<file path="src/verilog/id_pkg.sv">
`default_nettype none

package id_pkg;

  // ------------------------------
  // Widths
  // ------------------------------
  localparam int INSTR_W  = 32;
  localparam int CINSTR_W = 16;
  localparam int REG_W    = 5;

  // Major opcodes of the supported RV32I subset
  localparam logic [6:0] OPC_OP_IMM = 7'b0010011;
  localparam logic [6:0] OPC_OP     = 7'b0110011;
  localparam logic [6:0] OPC_LOAD   = 7'b0000011;
  localparam logic [6:0] OPC_STORE  = 7'b0100011;
  localparam logic [6:0] OPC_LUI    = 7'b0110111;
  localparam logic [6:0] OPC_JAL    = 7'b1101111;
  localparam logic [6:0] OPC_BRANCH = 7'b1100011;

  // Recognized funct codes
  localparam logic [2:0] F3_ADD = 3'b000;
  localparam logic [2:0] F3_W   = 3'b010;
  localparam logic [2:0] F3_BEQ = 3'b000;
  localparam logic [2:0] F3_BNE = 3'b001;
  localparam logic [6:0] F7_ADD = 7'b0000000;
  localparam logic [6:0] F7_SUB = 7'b0100000;

  // Architectural register numbers
  localparam logic [REG_W-1:0] REG_RA = 5'd1;
  localparam logic [REG_W-1:0] REG_SP = 5'd2;
  localparam logic [REG_W-1:0] REG_S0 = 5'd8;
  localparam logic [REG_W-1:0] REG_S1 = 5'd9;
  localparam logic [REG_W-1:0] REG_S2 = 5'd18;

  // cm.push with one to four saved registers
  localparam int PUSH_BASE_ADJ = 16;
  localparam int MAX_PUSH_REGS = 4;

  // ------------------------------
  // Issue entry
  // ------------------------------
  typedef enum logic [2:0] {
    FU_NONE, FU_ALU, FU_LOAD, FU_STORE, FU_CTRL
  } fu_e;

  typedef enum logic {
    OP_ADD, OP_SUB
  } alu_op_e;

  typedef struct packed {
    fu_e                fu;
    alu_op_e            op;
    logic [REG_W-1:0]   rd;
    logic [REG_W-1:0]   rs1;
    logic [REG_W-1:0]   rs2;
    logic [31:0]        imm;
    logic               use_imm;
    logic               illegal;
    logic               is_compressed;
    logic [INSTR_W-1:0] pc;
  } issue_entry_t;

endpackage

`default_nettype wire

</file>
<file path="src/verilog/decode_ifs.sv">
`timescale 1ns/1ps
`default_nettype none

// Expanded instruction from the compressed expander to the macro FSM
interface expand_if import id_pkg::*; ();
  logic [INSTR_W-1:0]               instr;
  logic                             is_compressed;
  logic                             illegal;
  logic                             is_push;
  // Number of saved registers minus one
  logic [$clog2(MAX_PUSH_REGS)-1:0] rlist;
  logic [1:0]                       spimm;

  modport source (
    output instr, is_compressed, illegal, is_push, rlist, spimm
  );
  modport sink (
    input instr, is_compressed, illegal, is_push, rlist, spimm
  );
endinterface

// Current micro-op toward decode and the pipeline register
interface uop_if import id_pkg::*; ();
  logic [INSTR_W-1:0] instr;
  logic               is_compressed;
  logic               illegal;
  // Final micro-op of the fetch entry
  logic               last;

  modport source (
    output instr, is_compressed, illegal, last
  );
  modport sink (
    input instr, is_compressed, illegal, last
  );
endinterface

`default_nettype wire

</file>
<file path="src/verilog/compressed_expander.sv">
`timescale 1ns/1ps
`default_nettype none

module compressed_expander import id_pkg::*; (
  input  logic [INSTR_W-1:0] fetch_instr_i,
  expand_if.source           exp
);

  logic [CINSTR_W-1:0] c;
  logic [11:0]         c_imm;
  logic [REG_W-1:0]    c_rd;
  logic [REG_W-1:0]    c_rs2;
  logic                is_cm_push;

  assign c     = fetch_instr_i[CINSTR_W-1:0];
  // CI-format immediate, sign-extended to the I-type field
  assign c_imm = {{7{c[12]}}, c[6:2]};
  assign c_rd  = c[11:7];
  assign c_rs2 = c[6:2];

  // cm.push, register lists ra through s2 only (rlist 4 to 7)
  assign is_cm_push = (c[15:13] == 3'b101) && (c[12:8] == 5'b11000) &&
                      (c[7:6] == 2'b01) && (c[1:0] == 2'b10);

  always_comb begin
    exp.instr         = '0;
    exp.is_compressed = 1'b1;
    exp.illegal       = 1'b0;
    exp.is_push       = 1'b0;
    exp.rlist         = '0;
    exp.spimm         = '0;

    if (c[1:0] == 2'b11) begin
      // Full-size instruction
      exp.instr         = fetch_instr_i;
      exp.is_compressed = 1'b0;
    end else begin
      case ({c[15:13], c[1:0]})
        // C.ADDI
        5'b000_01: exp.instr = {c_imm, c_rd, F3_ADD, c_rd, OPC_OP_IMM};
        // C.LI
        5'b010_01: exp.instr = {c_imm, 5'd0, F3_ADD, c_rd, OPC_OP_IMM};
        5'b100_10: begin
          if (c_rs2 == '0) begin
            // c.jr, c.jalr and c.ebreak are not supported
            exp.illegal = 1'b1;
          end else if (c[12]) begin
            // C.ADD
            exp.instr = {F7_ADD, c_rs2, c_rd, F3_ADD, c_rd, OPC_OP};
          end else begin
            // C.MV
            exp.instr = {F7_ADD, c_rs2, 5'd0, F3_ADD, c_rd, OPC_OP};
          end
        end
        5'b101_10: begin
          if (is_cm_push) begin
            exp.is_push = 1'b1;
            exp.rlist   = c[5:4];
            exp.spimm   = c[3:2];
          end else begin
            exp.illegal = 1'b1;
          end
        end
        default: exp.illegal = 1'b1;
      endcase
    end
  end

endmodule

`default_nettype wire

</file>
<file path="src/verilog/macro_counter.sv">
`timescale 1ns/1ps
`default_nettype none

module macro_counter import id_pkg::*; (
  input  logic                             clk_i,
  input  logic                             rst_ni,
  input  logic                             clear_i,
  input  logic                             step_i,
  output logic [$clog2(MAX_PUSH_REGS)-1:0] index_o
);

  logic [$clog2(MAX_PUSH_REGS)-1:0] index_q;

  always_ff @(posedge clk_i or negedge rst_ni) begin
    if (!rst_ni) begin
      index_q <= '0;
    end else if (clear_i) begin
      index_q <= '0;
    end else if (step_i) begin
      index_q <= index_q + 1'b1;
    end
  end

  assign index_o = index_q;

  // The FSM leaves the store phase before the index could wrap
  assert property (@(posedge clk_i) disable iff (!rst_ni)
    (step_i && !clear_i) |-> (index_q != 2'(MAX_PUSH_REGS - 1)));

endmodule

`default_nettype wire

</file>
<file path="src/verilog/macro_fsm.sv">
`timescale 1ns/1ps
`default_nettype none

module macro_fsm import id_pkg::*; (
  input  logic   clk_i,
  input  logic   rst_ni,
  input  logic   flush_i,
  input  logic   advance_i,
  expand_if.sink exp,
  uop_if.source  uop
);

  typedef enum logic [1:0] {IDLE, STORE, ADJUST} state_e;

  state_e                           state_q;
  state_e                           state_d;
  logic [$clog2(MAX_PUSH_REGS)-1:0] index;
  logic                             cnt_clear;
  logic                             cnt_step;
  logic                             push_store;
  logic [REG_W-1:0]                 store_reg;
  logic [11:0]                      store_off;
  logic [11:0]                      adj_imm;

  macro_counter i_macro_counter (
    .clk_i  (clk_i),
    .rst_ni (rst_ni),
    .clear_i(cnt_clear),
    .step_i (cnt_step),
    .index_o(index)
  );

  // Store phase of a push including its first cycle in IDLE
  assign push_store = (state_q == STORE) || ((state_q == IDLE) && exp.is_push);

  always_comb begin
    case (index)
      2'd0:    store_reg = REG_RA;
      2'd1:    store_reg = REG_S0;
      2'd2:    store_reg = REG_S1;
      default: store_reg = REG_S2;
    endcase
  end

  // sw reg, -4(k+1)(sp)
  assign store_off = 12'd0 - ({8'd0, index, 2'b00} + 12'd4);
  // addi sp, sp, -(16 + 16 * spimm)
  assign adj_imm   = 12'd0 - (12'(PUSH_BASE_ADJ) + {6'd0, exp.spimm, 4'd0});

  // ------------------------------
  // Micro-op generation
  // ------------------------------
  always_comb begin
    uop.instr         = exp.instr;
    uop.is_compressed = exp.is_compressed;
    uop.illegal       = exp.illegal;
    uop.last          = 1'b1;
    if (state_q == ADJUST) begin
      uop.instr = {adj_imm, REG_SP, F3_ADD, REG_SP, OPC_OP_IMM};
    end else if (push_store) begin
      uop.instr = {store_off[11:5], store_reg, REG_SP, F3_W, store_off[4:0], OPC_STORE};
      uop.last  = 1'b0;
    end
  end

  always_comb begin
    state_d   = state_q;
    cnt_clear = 1'b0;
    cnt_step  = 1'b0;
    case (state_q)
      IDLE, STORE: begin
        if (advance_i && push_store) begin
          if (index == exp.rlist) begin
            state_d   = ADJUST;
            cnt_clear = 1'b1;
          end else begin
            state_d  = STORE;
            cnt_step = 1'b1;
          end
        end
      end
      ADJUST: begin
        if (advance_i) state_d = IDLE;
      end
      default: state_d = IDLE;
    endcase
    // Abort a running sequence
    if (flush_i) begin
      state_d   = IDLE;
      cnt_clear = 1'b1;
    end
  end

  always_ff @(posedge clk_i or negedge rst_ni) begin
    if (!rst_ni) begin
      state_q <= IDLE;
    end else begin
      state_q <= state_d;
    end
  end

  // A running push keeps its fetch word on the input
  assert property (@(posedge clk_i) disable iff (!rst_ni)
    (state_q != IDLE) |-> exp.is_push);

endmodule

`default_nettype wire

</file>
<file path="src/verilog/instr_decoder.sv">
`timescale 1ns/1ps
`default_nettype none

module instr_decoder import id_pkg::*; (
  input  logic [INSTR_W-1:0] fetch_pc_i,
  uop_if.sink                uop,
  output issue_entry_t       entry_o,
  output logic               is_ctrl_flow_o
);

  logic [INSTR_W-1:0] instr;
  logic [6:0]         opcode;
  logic [2:0]         funct3;
  logic [6:0]         funct7;
  logic [31:0]        imm_i;
  logic [31:0]        imm_s;
  logic [31:0]        imm_b;
  logic [31:0]        imm_u;
  logic [31:0]        imm_j;
  logic               legal;
  logic               ctrl;
  issue_entry_t       dec;

  assign instr  = uop.instr;
  assign opcode = instr[6:0];
  assign funct3 = instr[14:12];
  assign funct7 = instr[31:25];

  // Sign-extended immediates per format
  assign imm_i = {{20{instr[31]}}, instr[31:20]};
  assign imm_s = {{20{instr[31]}}, instr[31:25], instr[11:7]};
  assign imm_b = {{19{instr[31]}}, instr[31], instr[7], instr[30:25], instr[11:8], 1'b0};
  assign imm_u = {instr[31:12], 12'b0};
  assign imm_j = {{11{instr[31]}}, instr[31], instr[19:12], instr[20], instr[30:21], 1'b0};

  always_comb begin
    dec     = '0;
    dec.fu  = FU_NONE;
    dec.op  = OP_ADD;
    legal   = 1'b1;
    ctrl    = 1'b0;
    case (opcode)
      OPC_OP_IMM: begin
        legal       = (funct3 == F3_ADD);
        dec.fu      = FU_ALU;
        dec.rd      = instr[11:7];
        dec.rs1     = instr[19:15];
        dec.imm     = imm_i;
        dec.use_imm = 1'b1;
      end
      OPC_OP: begin
        legal   = (funct3 == F3_ADD) && ((funct7 == F7_ADD) || (funct7 == F7_SUB));
        dec.fu  = FU_ALU;
        dec.op  = (funct7 == F7_SUB) ? OP_SUB : OP_ADD;
        dec.rd  = instr[11:7];
        dec.rs1 = instr[19:15];
        dec.rs2 = instr[24:20];
      end
      OPC_LOAD: begin
        legal       = (funct3 == F3_W);
        dec.fu      = FU_LOAD;
        dec.rd      = instr[11:7];
        dec.rs1     = instr[19:15];
        dec.imm     = imm_i;
        dec.use_imm = 1'b1;
      end
      OPC_STORE: begin
        legal       = (funct3 == F3_W);
        dec.fu      = FU_STORE;
        dec.rs1     = instr[19:15];
        dec.rs2     = instr[24:20];
        dec.imm     = imm_s;
        dec.use_imm = 1'b1;
      end
      OPC_LUI: begin
        dec.fu      = FU_ALU;
        dec.rd      = instr[11:7];
        dec.imm     = imm_u;
        dec.use_imm = 1'b1;
      end
      OPC_JAL: begin
        dec.fu      = FU_CTRL;
        dec.rd      = instr[11:7];
        dec.imm     = imm_j;
        dec.use_imm = 1'b1;
        ctrl        = 1'b1;
      end
      OPC_BRANCH: begin
        // Compare by subtraction
        legal   = (funct3 == F3_BEQ) || (funct3 == F3_BNE);
        dec.fu  = FU_CTRL;
        dec.op  = OP_SUB;
        dec.rs1 = instr[19:15];
        dec.rs2 = instr[24:20];
        dec.imm = imm_b;
        ctrl    = 1'b1;
      end
      default: legal = 1'b0;
    endcase

    if (!legal || uop.illegal) begin
      dec         = '0;
      dec.fu      = FU_NONE;
      dec.illegal = 1'b1;
      ctrl        = 1'b0;
    end
    dec.is_compressed = uop.is_compressed;
    dec.pc            = fetch_pc_i;
  end

  assign entry_o        = dec;
  assign is_ctrl_flow_o = ctrl;

endmodule

`default_nettype wire

</file>
<file path="src/verilog/issue_register.sv">
`timescale 1ns/1ps
`default_nettype none

module issue_register import id_pkg::*; (
  input  logic               clk_i,
  input  logic               rst_ni,
  input  logic               flush_i,
  input  logic               fetch_valid_i,
  input  logic               issue_ack_i,
  input  issue_entry_t       entry_i,
  input  logic               is_ctrl_flow_i,
  input  logic [INSTR_W-1:0] fetch_instr_i,
  uop_if.sink                uop,
  output logic               advance_o,
  output logic               fetch_ready_o,
  output logic               issue_valid_o,
  output logic               is_ctrl_flow_o,
  output issue_entry_t       issue_entry_o,
  output logic [INSTR_W-1:0] orig_instr_o
);

  logic               valid_q;
  issue_entry_t       entry_q;
  logic [INSTR_W-1:0] orig_q;
  logic               ctrl_q;
  logic               take;

  // Register is empty, or its entry leaves this cycle
  assign take          = (!valid_q || issue_ack_i) && fetch_valid_i;
  assign advance_o     = take;
  // Fetch entry is consumed only with its final micro-op
  assign fetch_ready_o = take && uop.last;

  always_ff @(posedge clk_i or negedge rst_ni) begin
    if (!rst_ni) begin
      valid_q <= 1'b0;
    end else if (flush_i) begin
      valid_q <= 1'b0;
    end else if (take) begin
      valid_q <= 1'b1;
    end else if (issue_ack_i) begin
      valid_q <= 1'b0;
    end
  end

  always_ff @(posedge clk_i) begin
    if (take) begin
      entry_q <= entry_i;
      ctrl_q  <= is_ctrl_flow_i;
      orig_q  <= uop.is_compressed ?
                 {{(INSTR_W-CINSTR_W){1'b0}}, fetch_instr_i[CINSTR_W-1:0]} : fetch_instr_i;
    end
  end

  assign issue_valid_o  = valid_q;
  assign issue_entry_o  = entry_q;
  assign orig_instr_o   = orig_q;
  assign is_ctrl_flow_o = ctrl_q;

  // Issue acknowledges only a valid entry
  assert property (@(posedge clk_i) disable iff (!rst_ni)
    issue_ack_i |-> issue_valid_o);

endmodule

`default_nettype wire

</file>
<file path="src/verilog/id_stage.sv">
`timescale 1ns/1ps
`default_nettype none

module id_stage import id_pkg::*; (
  input  logic               clk_i,
  input  logic               rst_ni,
  input  logic               flush_i,
  input  logic [INSTR_W-1:0] fetch_instr_i,
  input  logic [INSTR_W-1:0] fetch_pc_i,
  input  logic               fetch_valid_i,
  output logic               fetch_ready_o,
  output issue_entry_t       issue_entry_o,
  output logic [INSTR_W-1:0] orig_instr_o,
  output logic               issue_valid_o,
  output logic               is_ctrl_flow_o,
  input  logic               issue_ack_i
);

  issue_entry_t decoded_entry;
  logic         decoded_ctrl_flow;
  logic         advance;

  expand_if i_expand_if ();
  uop_if    i_uop_if ();

  // ------------------------------
  // Expand, sequence, decode
  // ------------------------------
  compressed_expander i_compressed_expander (
    .fetch_instr_i(fetch_instr_i),
    .exp          (i_expand_if.source)
  );

  macro_fsm i_macro_fsm (
    .clk_i    (clk_i),
    .rst_ni   (rst_ni),
    .flush_i  (flush_i),
    .advance_i(advance),
    .exp      (i_expand_if.sink),
    .uop      (i_uop_if.source)
  );

  instr_decoder i_instr_decoder (
    .fetch_pc_i    (fetch_pc_i),
    .uop           (i_uop_if.sink),
    .entry_o       (decoded_entry),
    .is_ctrl_flow_o(decoded_ctrl_flow)
  );

  // ID/issue pipeline register
  issue_register i_issue_register (
    .clk_i         (clk_i),
    .rst_ni        (rst_ni),
    .flush_i       (flush_i),
    .fetch_valid_i (fetch_valid_i),
    .issue_ack_i   (issue_ack_i),
    .entry_i       (decoded_entry),
    .is_ctrl_flow_i(decoded_ctrl_flow),
    .fetch_instr_i (fetch_instr_i),
    .uop           (i_uop_if.sink),
    .advance_o     (advance),
    .fetch_ready_o (fetch_ready_o),
    .issue_valid_o (issue_valid_o),
    .is_ctrl_flow_o(is_ctrl_flow_o),
    .issue_entry_o (issue_entry_o),
    .orig_instr_o  (orig_instr_o)
  );

endmodule

`default_nettype wire

</file>
<file path="config.mk">
export PLATFORM = sky130hd
export DESIGN_NAME = id_stage
export DESIGN_NICKNAME = d
export VERILOG_FILES = /design/src/verilog/id_pkg.sv /design/src/verilog/decode_ifs.sv /design/src/verilog/compressed_expander.sv /design/src/verilog/macro_counter.sv /design/src/verilog/macro_fsm.sv /design/src/verilog/instr_decoder.sv /design/src/verilog/issue_register.sv /design/src/verilog/id_stage.sv
export SDC_FILE = /design/constraint.sdc
export NUM_CORES = 1
export LEC_CHECK = 0
export ABC_AREA = 1
export BUFFER_PORTS_ARGS = -buffer_cell sky130_fd_sc_hd__buf_2
export CORE_UTILIZATION = 40
export DETAILED_ROUTE_END_ITERATION = 16
export GPL_ROUTABILITY_DRIVEN = 0
export GPL_TIMING_DRIVEN = 0
export PLACE_DENSITY = 0.69
export SLEW_MARGIN = 40
export SYNTH_ARGS = -nofsm -noshare
export SYNTH_HDL_FRONTEND = slang
export SYNTH_SLANG_ARGS = --single-unit
</file>
<file path="constraint.sdc">
create_clock -name clk_i -period 4.8 [get_ports clk_i]
set_input_delay 0.72 -clock clk_i [delete_from_list [all_inputs] [get_ports clk_i]]
set_output_delay 0.72 -clock clk_i [all_outputs]
set_load 0.01 [all_outputs]
</file>
### Yosys cells after proc, flatten, opt, wreduce, memory -nomap -nowiden

Cells that the tools add are included.

* add/sub/neg operators: 5
* equality and inequality tests: 26
* multiplexer cells: 48
* bitwise operators: 3
* reductions and logical operators: 37

Operator list (count)
* 32-bit case mux with 5 select lines: 1
* 32-bit 2-to-1 mux: 3
* 32-bit case mux with 3 select lines: 1
* 34-bit 2-to-1 mux: 1
* 7-bit by 6-bit == test with 1-bit output, second input constant: 4
* 25-bit 2-to-1 mux: 1
* 2-bit 2-to-1 mux: 12
* 1-bit by 12-bit subtractor with 12-bit output, first input constant: 2
* 1-bit 2-to-1 mux: 22
* 20-bit 2-to-1 mux: 1
* 2-bit OR reduction: 9
* 5-bit == test, second input constant: 3
* 5-bit case mux with 3 select lines: 1
* 5-bit OR reduction: 3
* 7-bit == test, second input constant: 2
* 3-bit case mux with 4 select lines: 1
* 2-bit == test, second input constant: 4
* 1-bit logical AND: 8
* 5-bit by 6-bit adder with 7-bit output, first input constant: 1
* 7-bit by 2-bit == test with 1-bit output, second input constant: 1
* 7-bit by 5-bit == test with 1-bit output, second input constant: 1
* 7-bit zero test: 1
* 2-bit by 1-bit == test with 1-bit output, second input constant: 3
* 3-bit by 2-bit != test with 1-bit output, second input constant: 2
* 22 further kinds: 31

* register bits after elaboration: 124
* input port bits: 69
* output and inout port bits: 121
* logic and storage cells: 135

### Longest topological paths before layout

Gate-level depths: netlist of run 1.

* depth after elaboration: 18
* depth in mapped cells: 19
* gate-level depth less buffers: 17

### Hierarchy

Synthesis of run 1 repeated with hierarchy kept, for this count alone.

* cells, all modules: 680
* area, all modules: 6374.9 µm²

By module, submodules not included
* issue_register: instances 1, cells each 162, area an instance 3783.6 µm², sequential area each 3598.5 µm²
* instr_decoder: instances 1, cells each 257, area an instance 1253.7 µm², sequential area each 0.0 µm²
* compressed_expander: instances 1, cells each 138, area an instance 681.9 µm², sequential area each 0.0 µm²
* macro_fsm: instances 1, cells each 112, area an instance 569.3 µm², sequential area each 50.0 µm²
* macro_counter: instances 1, cells each 11, area an instance 86.3 µm², sequential area each 50.0 µm²

### Worst setup path after synthesis of run 1

No wires, ideal clock.

* path type: in2reg
* from: input port issue_ack_i
* to: register i_issue_register.ctrl_q, in the netlist i_issue_register.is_ctrl_flow_o (enable)
* setup time: 0.472 ns
* arrival: 3.210 ns
* data required time: 4.328 ns
* slack: 1.118 ns
* stages: 4
* buffers on the path: 0
* cells stage by stage: inv_1 > nand2_1 > nand2_1 > inv_1

* longest elaborated chain between the ends: 2

Ends and longest elaborated chain
* start, declared: line id_stage.sv:16 `input logic issue_ack_i`
* 1-bit logical OR: line issue_register.sv:29 `assign take = (!valid_q || issue_ack_i) && fetch_valid_i;`
* 1-bit logical AND: line issue_register.sv:29
* named net advance: line id_stage.sv:21 `logic advance;`
* end signal, assigned: line issue_register.sv:49 `ctrl_q <= is_ctrl_flow_i;`
* end, declared: line issue_register.sv:25 `logic ctrl_q;`

The timed path passes the listed nets, and every way through them passes these cells.
A chain may end at the register's enable or synchronous reset.

### Final worst setup path of run 1

* from: input port fetch_instr_i[14]
* to: output port fetch_ready_o

* longest elaborated chain between the ends: 12
* elaborated cells on any way between the ends: 13
* classes of those cells: eq/ne (2); mux (5); reduce/logical (6)

Ends and longest elaborated chain
* start, declared: line id_stage.sv:8 `input logic [INSTR_W-1:0] fetch_instr_i,`
* 3-bit == test: line compressed_expander.sv:22 `assign is_cm_push = (c[15:13] == 3'b101) && (c[12:8] == 5'b11000) &&`
* 1-bit logical AND (2 in a row): line compressed_expander.sv:22
* 1-bit logical AND: line compressed_expander.sv:23 `(c[7:6] == 2'b01) && (c[1:0] == 2'b10);`
* 1-bit 2-to-1 mux: line compressed_expander.sv:56 `if (is_cm_push) begin`
* 1-bit 2-to-1 mux (*): line compressed_expander.sv:38 `case ({c[15:13], c[1:0]})`
* 1-bit 2-to-1 mux (*): line compressed_expander.sv:33 `if (c[1:0] == 2'b11) begin`
* 1-bit logical AND (*): line macro_fsm.sv:34 `assign push_store = (state_q == STORE) || ((state_q == IDLE) && exp.is_push);`
* 1-bit logical OR (*): line macro_fsm.sv:34
* 1-bit 2-to-1 mux (*): line macro_fsm.sv:60 `end else if (push_store) begin`
* 1-bit 2-to-1 mux (*): line macro_fsm.sv:58 `if (state_q == ADJUST) begin`
* 1-bit logical AND (*): line issue_register.sv:32 `assign fetch_ready_o = take && uop.last;`
* end, declared: line id_stage.sv:11 `output logic fetch_ready_o,`

Every way passes the cells marked *; elsewhere a longest branch is shown, timed or not.

==> impl_metrics.tcl, run 1 <==
set metrics [dict create \
    status "completed" \
    clock_sinks 124 \
    multi_input_area_mm2 0.00164 \
    drt_iter0_drc 462 \
    powerDensity_mw_per_mm2 374 \
    critPathKind "in -> out" \
    diodes 0 \
    core_area_mm2 0.0139 \
    ys.flop_type "edfxtp_1" \
    ys_types 37 \
    async_flop_share_pct 4.03 \
    postRouteWirelength_um 14700 \
    post-route-min-period_ps 3070 \
    dieArea_mm2 0.0147 \
    first_pass_iters 6 \
    vias_per_cell 4.97 \
    dp_hpwl_um 11100 \
    cp-start-kind "input pin" \
    gr-total-overflow 0 \
    power.switching_w 0.000653 \
    syn_area_per_cell_um2 10.8 \
    detail-route-antenna-nets 0 \
    worst_pin_slew_ps 755 \
    cts_setup_buffers 0 \
    cts_root_buf "clkbuf_16" \
    critPathMaxFanout 10 \
    p_leak_nw 3.25 \
    cts.htree.levels 4 \
    synth_area_mm2 0.00569 \
    fill_cells 1226 \
    grt_max_degree 64 \
    layout-drive-gt1-share_pct 35.3 \
    drc 0 \
    cp-end-kind "output pin" \
    r2r-end "i_issue_register.issue_entry_o[50]" \
    setup_violations 0 \
    port_buffers 189 \
    whs_ps 106 \
    hold_path_class "in -> async" \
    r2r_cells 13 \
    vdd_drop_max_mv 0.264 \
    required_ps 4080 \
    start_util_pct 41.0 \
    fin_ws_ps 1730 \
    cts_tree "yes" \
    hold_viol_final 0 \
    fmax_ghz 0.326 \
    cts_buffer_depth 2 \
    synth-seq-cells 124 \
    worst-r2r-setup-slack_ps 1980 \
    holdBufCountCts 0 \
    p_int_w 0.00215 \
    cts_buffers 17 \
    areaGrowthSynthToFinish_pct 31.7 \
    maxSlewViolCount 0 \
    grt_pass1_wl_um 22400 \
    dieWidth_um 121 \
    path_clk_slew_ps 60 \
    fp-row-count 43 \
    synth.net_count 599 \
    critPathCapture "fetch_ready_o" \
    tns_ps 0 \
    preCtsSetupSlack_ps 1620 \
    nets 808 \
    comb_power_share_pct 8.8 \
    sw_frac_of_total_pct 23.3 \
    pwr-share-seq_pct 45.0 \
    antenna_found_initial 0 \
    crit_start "fetch_instr_i[14]" \
    critPathArrivalTime_ps 2350 \
    clock_skew_ps 9.70 \
    die_h_um 121 \
    seqCellArea_mm2 0.00370 \
    syn_inst 525 \
    worstReg2RegStart "i_macro_fsm.state_q[1]" \
    synth_edf_count 119 \
    yosysSeqAreaShare_pct 65.0 \
    maxSlewHeadroom_pct 49.1 \
    p_clk_share_pct 46.1 \
    grt_pass1_vias 4473 \
    vias 4603 \
    postCtsResizedCells 0 \
    max_cap_viol_count 0 \
    grt_setup_unrepaired "false" \
    detail_route.wl_per_cell_um 15.9 \
    clk_latency_ps 420 \
    post-route-period-util_pct 63.9 \
    yosys_warnings 0 \
    pin_count 190 \
    grtUsageTotal_pct 20.5 \
]
==> sequential cells by signal (all words and copies together) (netlist names) <==
register                             cells
i_macro_fsm.i_macro_counter.index_o      2
i_issue_register.issue_entry_o          86
i_macro_fsm.state_q                      2
i_issue_register.orig_instr_o           32
i_issue_register.is_ctrl_flow_o          1
i_issue_register.issue_valid_o           1
==> cell usage after synthesis, types with 2 or more instances <==
library cell	number	share of area (%)
nor2_1	128	8.4
a41o_1	7	1.2
nor3_1	5	0.44
a21oi_1	22	1.9
nor3b_1	2	0.26
nand3_1	27	2.4
a31oi_1	2	0.22
edfxtp_1	119	63
clkbuf_1	6	0.40
inv_1	64	4.2
nand4_1	4	0.44
dfrtp_1	5	2.2
buf_6	2	0.40
nand2_2	10	1.1
inv_2	3	0.20
a22oi_1	3	0.40
nand3b_1	3	0.40
nand2_1	51	3.4
o22ai_1	2	0.22
a211oi_1	2	0.26
nor2_4	14	2.8
ha_1	5	1.1
nand3_2	2	0.35
buf_2	6	0.53
o21ai_0	16	1.4
xor2_1	4	0.62
==> metrics by stage <==
| step | std cells | total power, W | util, % | instance area (um^2) |
|---|---|---|---|---|
| after floorplan | 525 | 0.00141 | - | 5690 |
| after global placement | 894 | 0.00153 | 49.4 | 6860 |
| after detailed placement | 895 | 0.00153 | 49.7 | 6890 |
| after CTS | 926 | 0.00282 | 54.0 | 7490 |
| after global routing | 926 | 0.00288 | 54.0 | 7490 |
| final | 926 | 0.00280 | 54.0 | 7490 |
==> routing by layer <==
| layer | track usage (%) | vias to the layer above | share of wire [%] |
|---|---|---|---|
| met5 | 0 | - | 0 |
| met3 | 5.83 | 48 | 8.4 |
| met4 | 10.4 | 0 | 3.4 |
| met2 | 34.9 | 244 | 49 |
| li1 | - | 2196 | - |
| met1 | 23.5 | 2115 | 39 |
==> layout by cell type, fill, tap and decap left out, types with 6 or more instances in the layout <==
cell type and n:
a21oi_1 22, a41o_1 7, buf_2 195, clkbuf_1 6, clkbuf_16 17, edfxtp_1 119, inv_1 63, nand2_1 51
nand2_2 10, nand3_1 27, nor2_1 128, nor2_4 14, o21ai_0 16
==> critical path, cell delays in order <==
cell	delay, ps
buf_2	140
inv_1	70
nand2_1	130
nor2_4	70
nand2_2	100
nand2_2	60
nand2_2	110
buf_6	160
clkbuf_1	400
inv_1	130
nor2_1	100
buf_2	130
==> area by class of cell <==
type,count,area share (%)
buffer,15,1.27
clock buffer,17,5.68
clock inverter,14,2.29
inverter,68,3.51
multi-input combinational,318,21.9
sequential,124,49.4
tap,180,3.01
timing repair buffer,190,13.0
==> worst min-delay path by stage <==
stage,slack [ps],cells after the start,to,start
floorplan,420,0,i_issue_register.issue_valid_o,rst_ni
global placement,520,3,i_macro_fsm.state_q[1],i_macro_fsm.state_q[1]
detailed placement,540,1,i_issue_register.issue_valid_o,rst_ni
CTS,90,1,i_issue_register.issue_valid_o,rst_ni
global route,100,1,i_issue_register.issue_valid_o,rst_ni
finish,110,1,i_issue_register.issue_valid_o,rst_ni
==> power groups by stage <==
stage,combinational [W],clock (W),sequential (W)
floorplan,0.0000926,0,0.00132
global placement,0.000238,0,0.00129
detailed placement,0.000247,0,0.00128
CTS,0.000248,0.00131,0.00126
global route,0.000271,0.00134,0.00127
finish,0.000247,0.00129,0.00126
==> logic make-up (layout without fill, tap and decap cells) <==
kind of cell,count (synthesis),in the layout,synth area share (%)
AOI/OAI and AO/OA,59,59,6.38
xor gates and xnor gates,4,4,0.616
adders and majority gates,5,5,1.10
buffers and inverters,83,304,6.16
DFF,124,124,65.0
and+or+nand+nor,250,250,20.7
Note: power is estimated with default switching activity, not from simulation.
==> inputs of run 2 (changes only) <==
--- a/config.mk
+++ b/config.mk
@@ -11,7 +11,7 @@
 export DETAILED_ROUTE_END_ITERATION = 16
 export GPL_ROUTABILITY_DRIVEN = 0
 export GPL_TIMING_DRIVEN = 0
-export PLACE_DENSITY = 0.69
+export PLACE_DENSITY = 0.71
 export SLEW_MARGIN = 40
 export SYNTH_ARGS = -nofsm -noshare
 export SYNTH_HDL_FRONTEND = slang
==> constraint.sdc (replaced) <==
create_clock -name clk_i -period 2.5 [get_ports clk_i]
set_input_delay 0.375 -clock clk_i [delete_from_list [all_inputs] [get_ports clk_i]]
set_output_delay 0.375 -clock clk_i [all_outputs]
set_load 0.01 [all_outputs]
==> run 2 against run 1 <==
  * Global-route usage decreased by 0.26 points
  * Worst hold slack improved by 33 ps
  * First-iteration DRC count decreased by 32%
  * Cell count increased by 1.7%
  * Critical path depth increased by 2
  * Sequential cell count unchanged
  * Register-to-register slack got worse by 1800 ps
  * Via count decreased by 0.78%
  * Die area unchanged
  * Power increased by 92%
  * Utilization increased by 2.1 points
  * Sequential share of layout area decreased by 1.9 points
==> impl_metrics.tcl, run 2 (synthesis results as in run 1) <==
set metrics [dict create \
    max_cap_viol_count 0 \
    drc 0 \
    first_pass_iters 4 \
    hold_viol_final 0 \
    cts_tree "yes" \
    vias 4567 \
    layout-drive-gt1-share_pct 39.3 \
    port_buffers 189 \
    vias_per_cell 4.85 \
    finalNonFillerCells 942 \
    required_ps 2780 \
    critPathArrivalTime_ps 2650 \
    maxSlewViolCount 0 \
    layout_commonest_cell "buf_2" \
    worst_pin_slew_ps 789 \
    cts_root_buf "clkbuf_16" \
    clk_latency_ps 410 \
    fin_ws_ps 131 \
    dp_hpwl_um 10900 \
    whs_ps 139 \
    grt_max_degree 28 \
    nets 822 \
    preCtsSetupSlack_ps -321 \
    clock_skew_ps 12.5 \
    place_area_mm2 0.00697 \
    path_clk_slew_ps 50 \
    status "completed" \
    cts.htree.levels 4 \
    r2r_cells 15 \
    critPathKind "in -> reg" \
    post-route-period-util_pct 94.8 \
    place_inst 898 \
    worst-r2r-setup-slack_ps 150 \
    grtUsageTotal_pct 20.3 \
    cts_buffer_depth 2 \
    hold_path_depth 1 \
    grt_pass1_vias 4377 \
    hold_path_class "in -> reg" \
    areaGrowthSynthToFinish_pct 36.9 \
    cts_buffers 17 \
    dieArea_mm2 0.0147 \
    largest_reg_flops 86 \
    antenna_found_initial 1 \
    post-route-min-period_ps 2370 \
    die_h_um 121 \
    final_cell_mix "194 x buf_2, 126 x nor2_1, 119 x edfxtp_1" \
    fmax_ghz 0.422 \
    pin_count 190 \
    detail-route-antenna-nets 0 \
    fp-row-count 43 \
    final_area_mm2 0.00778 \
    critPathMaxFanout 10 \
    start_util_pct 41.0 \
    powerDensity_mw_per_mm2 690 \
    vdd_drop_max_mv 0.460 \
    clock_sinks 124 \
    cp-start-kind "input pin" \
    setup_violations 0 \
    postRouteWirelength_um 14500 \
    maxSlewHeadroom_pct 46.9 \
    p_leak_nw 3.41 \
    drt_iter0_drc 312 \
    dieWidth_um 121 \
    grt_pass1_wl_um 22000 \
    gr-total-overflow 0 \
    cp-end-kind "register" \
    detail_route.wl_per_cell_um 15.4 \
    core_area_mm2 0.0139 \
]
==> run 2: cell types whose count changed in the layout (fill, tap and decap cells not counted), sizes merged <==
cell,delta
buf,+11
clkbuf,+2
clkinv,+5
clkinvlp,-2
diode,+1
dlygate4sd3,+1
inv,-2
==> run 2: report_power, final <==
| group | switching, W | leakage, nW | internal [W] |
|---|---|---|---|
| sequential | 0.0000250 | 1.25 | 0.00239 |
| clock | 0.000882 | 0.292 | 0.00156 |
| combinational | 0.000322 | 1.87 | 0.000190 |
| total | 0.00123 | 3.41 | 0.00414 |
==> run 2: what timing repair did <==
action | CTS | global route
cloned | 0 | 2
hold endpoints to repair | 5 | 0
hold buffers | 1 | 0
gates resized for setup | 4 | 28
buffers inserted | 0 | 8
setup endpoints to repair | 54 | 55
pin swaps | 0 | 4
==> run 2: per-layer routing <==
metal / wire length [um] / part of all wire (%) / vias up / global-route usage, %
li1: - / - / 2238 / -
met2: 7110 / 49 / 170 / 33.8
met4: 324 / 2.2 / 0 / 9.57
met3: 1170 / 8.1 / 23 / 7.66
met5: 0 / 0 / - / 0
met1: 5910 / 41 / 2136 / 22.9
==> run 2: layout make-up <==
type                    count  area [um^2]
repair buffers            204         1170
multi-input cells         318         1720
diodes                      1         2.50
clock buffers              17          425
inverters                  68          264
well taps                 180          225
clock inverters            15          173
flip-flops and latches    124         3700
plain buffers              15          106
fillers                  1172         6100
==> run 2: worst max-delay path, cell delays in order <==
cell	delay, ps
buf_2	130
nand2_1	220
clkbuf_1	420
o21ai_0	180
nand3b_1	230
nand2_2	130
nand3_2	90
nor2_1	120
nand3_1	140
nand4_4	120
nand2_4	80
buf_8	180
clkbuf_16	160
nor2_4	70
==> run 2: worst paths after layout <==
kind	from	endpoint
worst max-delay path	fetch_instr_i[1]	i_issue_register.issue_entry_o[57]
min in group asynchronous	rst_ni	i_issue_register.issue_valid_o
max in group asynchronous	rst_ni	i_macro_fsm.state_q[0]
worst max register to register	i_macro_fsm.state_q[1]	i_issue_register.issue_entry_o[54]
worst min register to register	i_issue_register.issue_valid_o	i_issue_register.issue_valid_o
worst min-delay path	fetch_pc_i[24]	i_issue_register.issue_entry_o[24]
==> run 2: metrics by stage <==
step | util (%) | TNS [ps] | total power [W]
after floorplan | - | -24350 | 0.00271
after global placement | 49.5 | -143680 | 0.00293
after detailed placement | 50.2 | -11690 | 0.00295
after CTS | 54.7 | 0 | 0.00541
after global routing | 56.1 | -265 | 0.00555
final | 56.1 | 0 | 0.00537
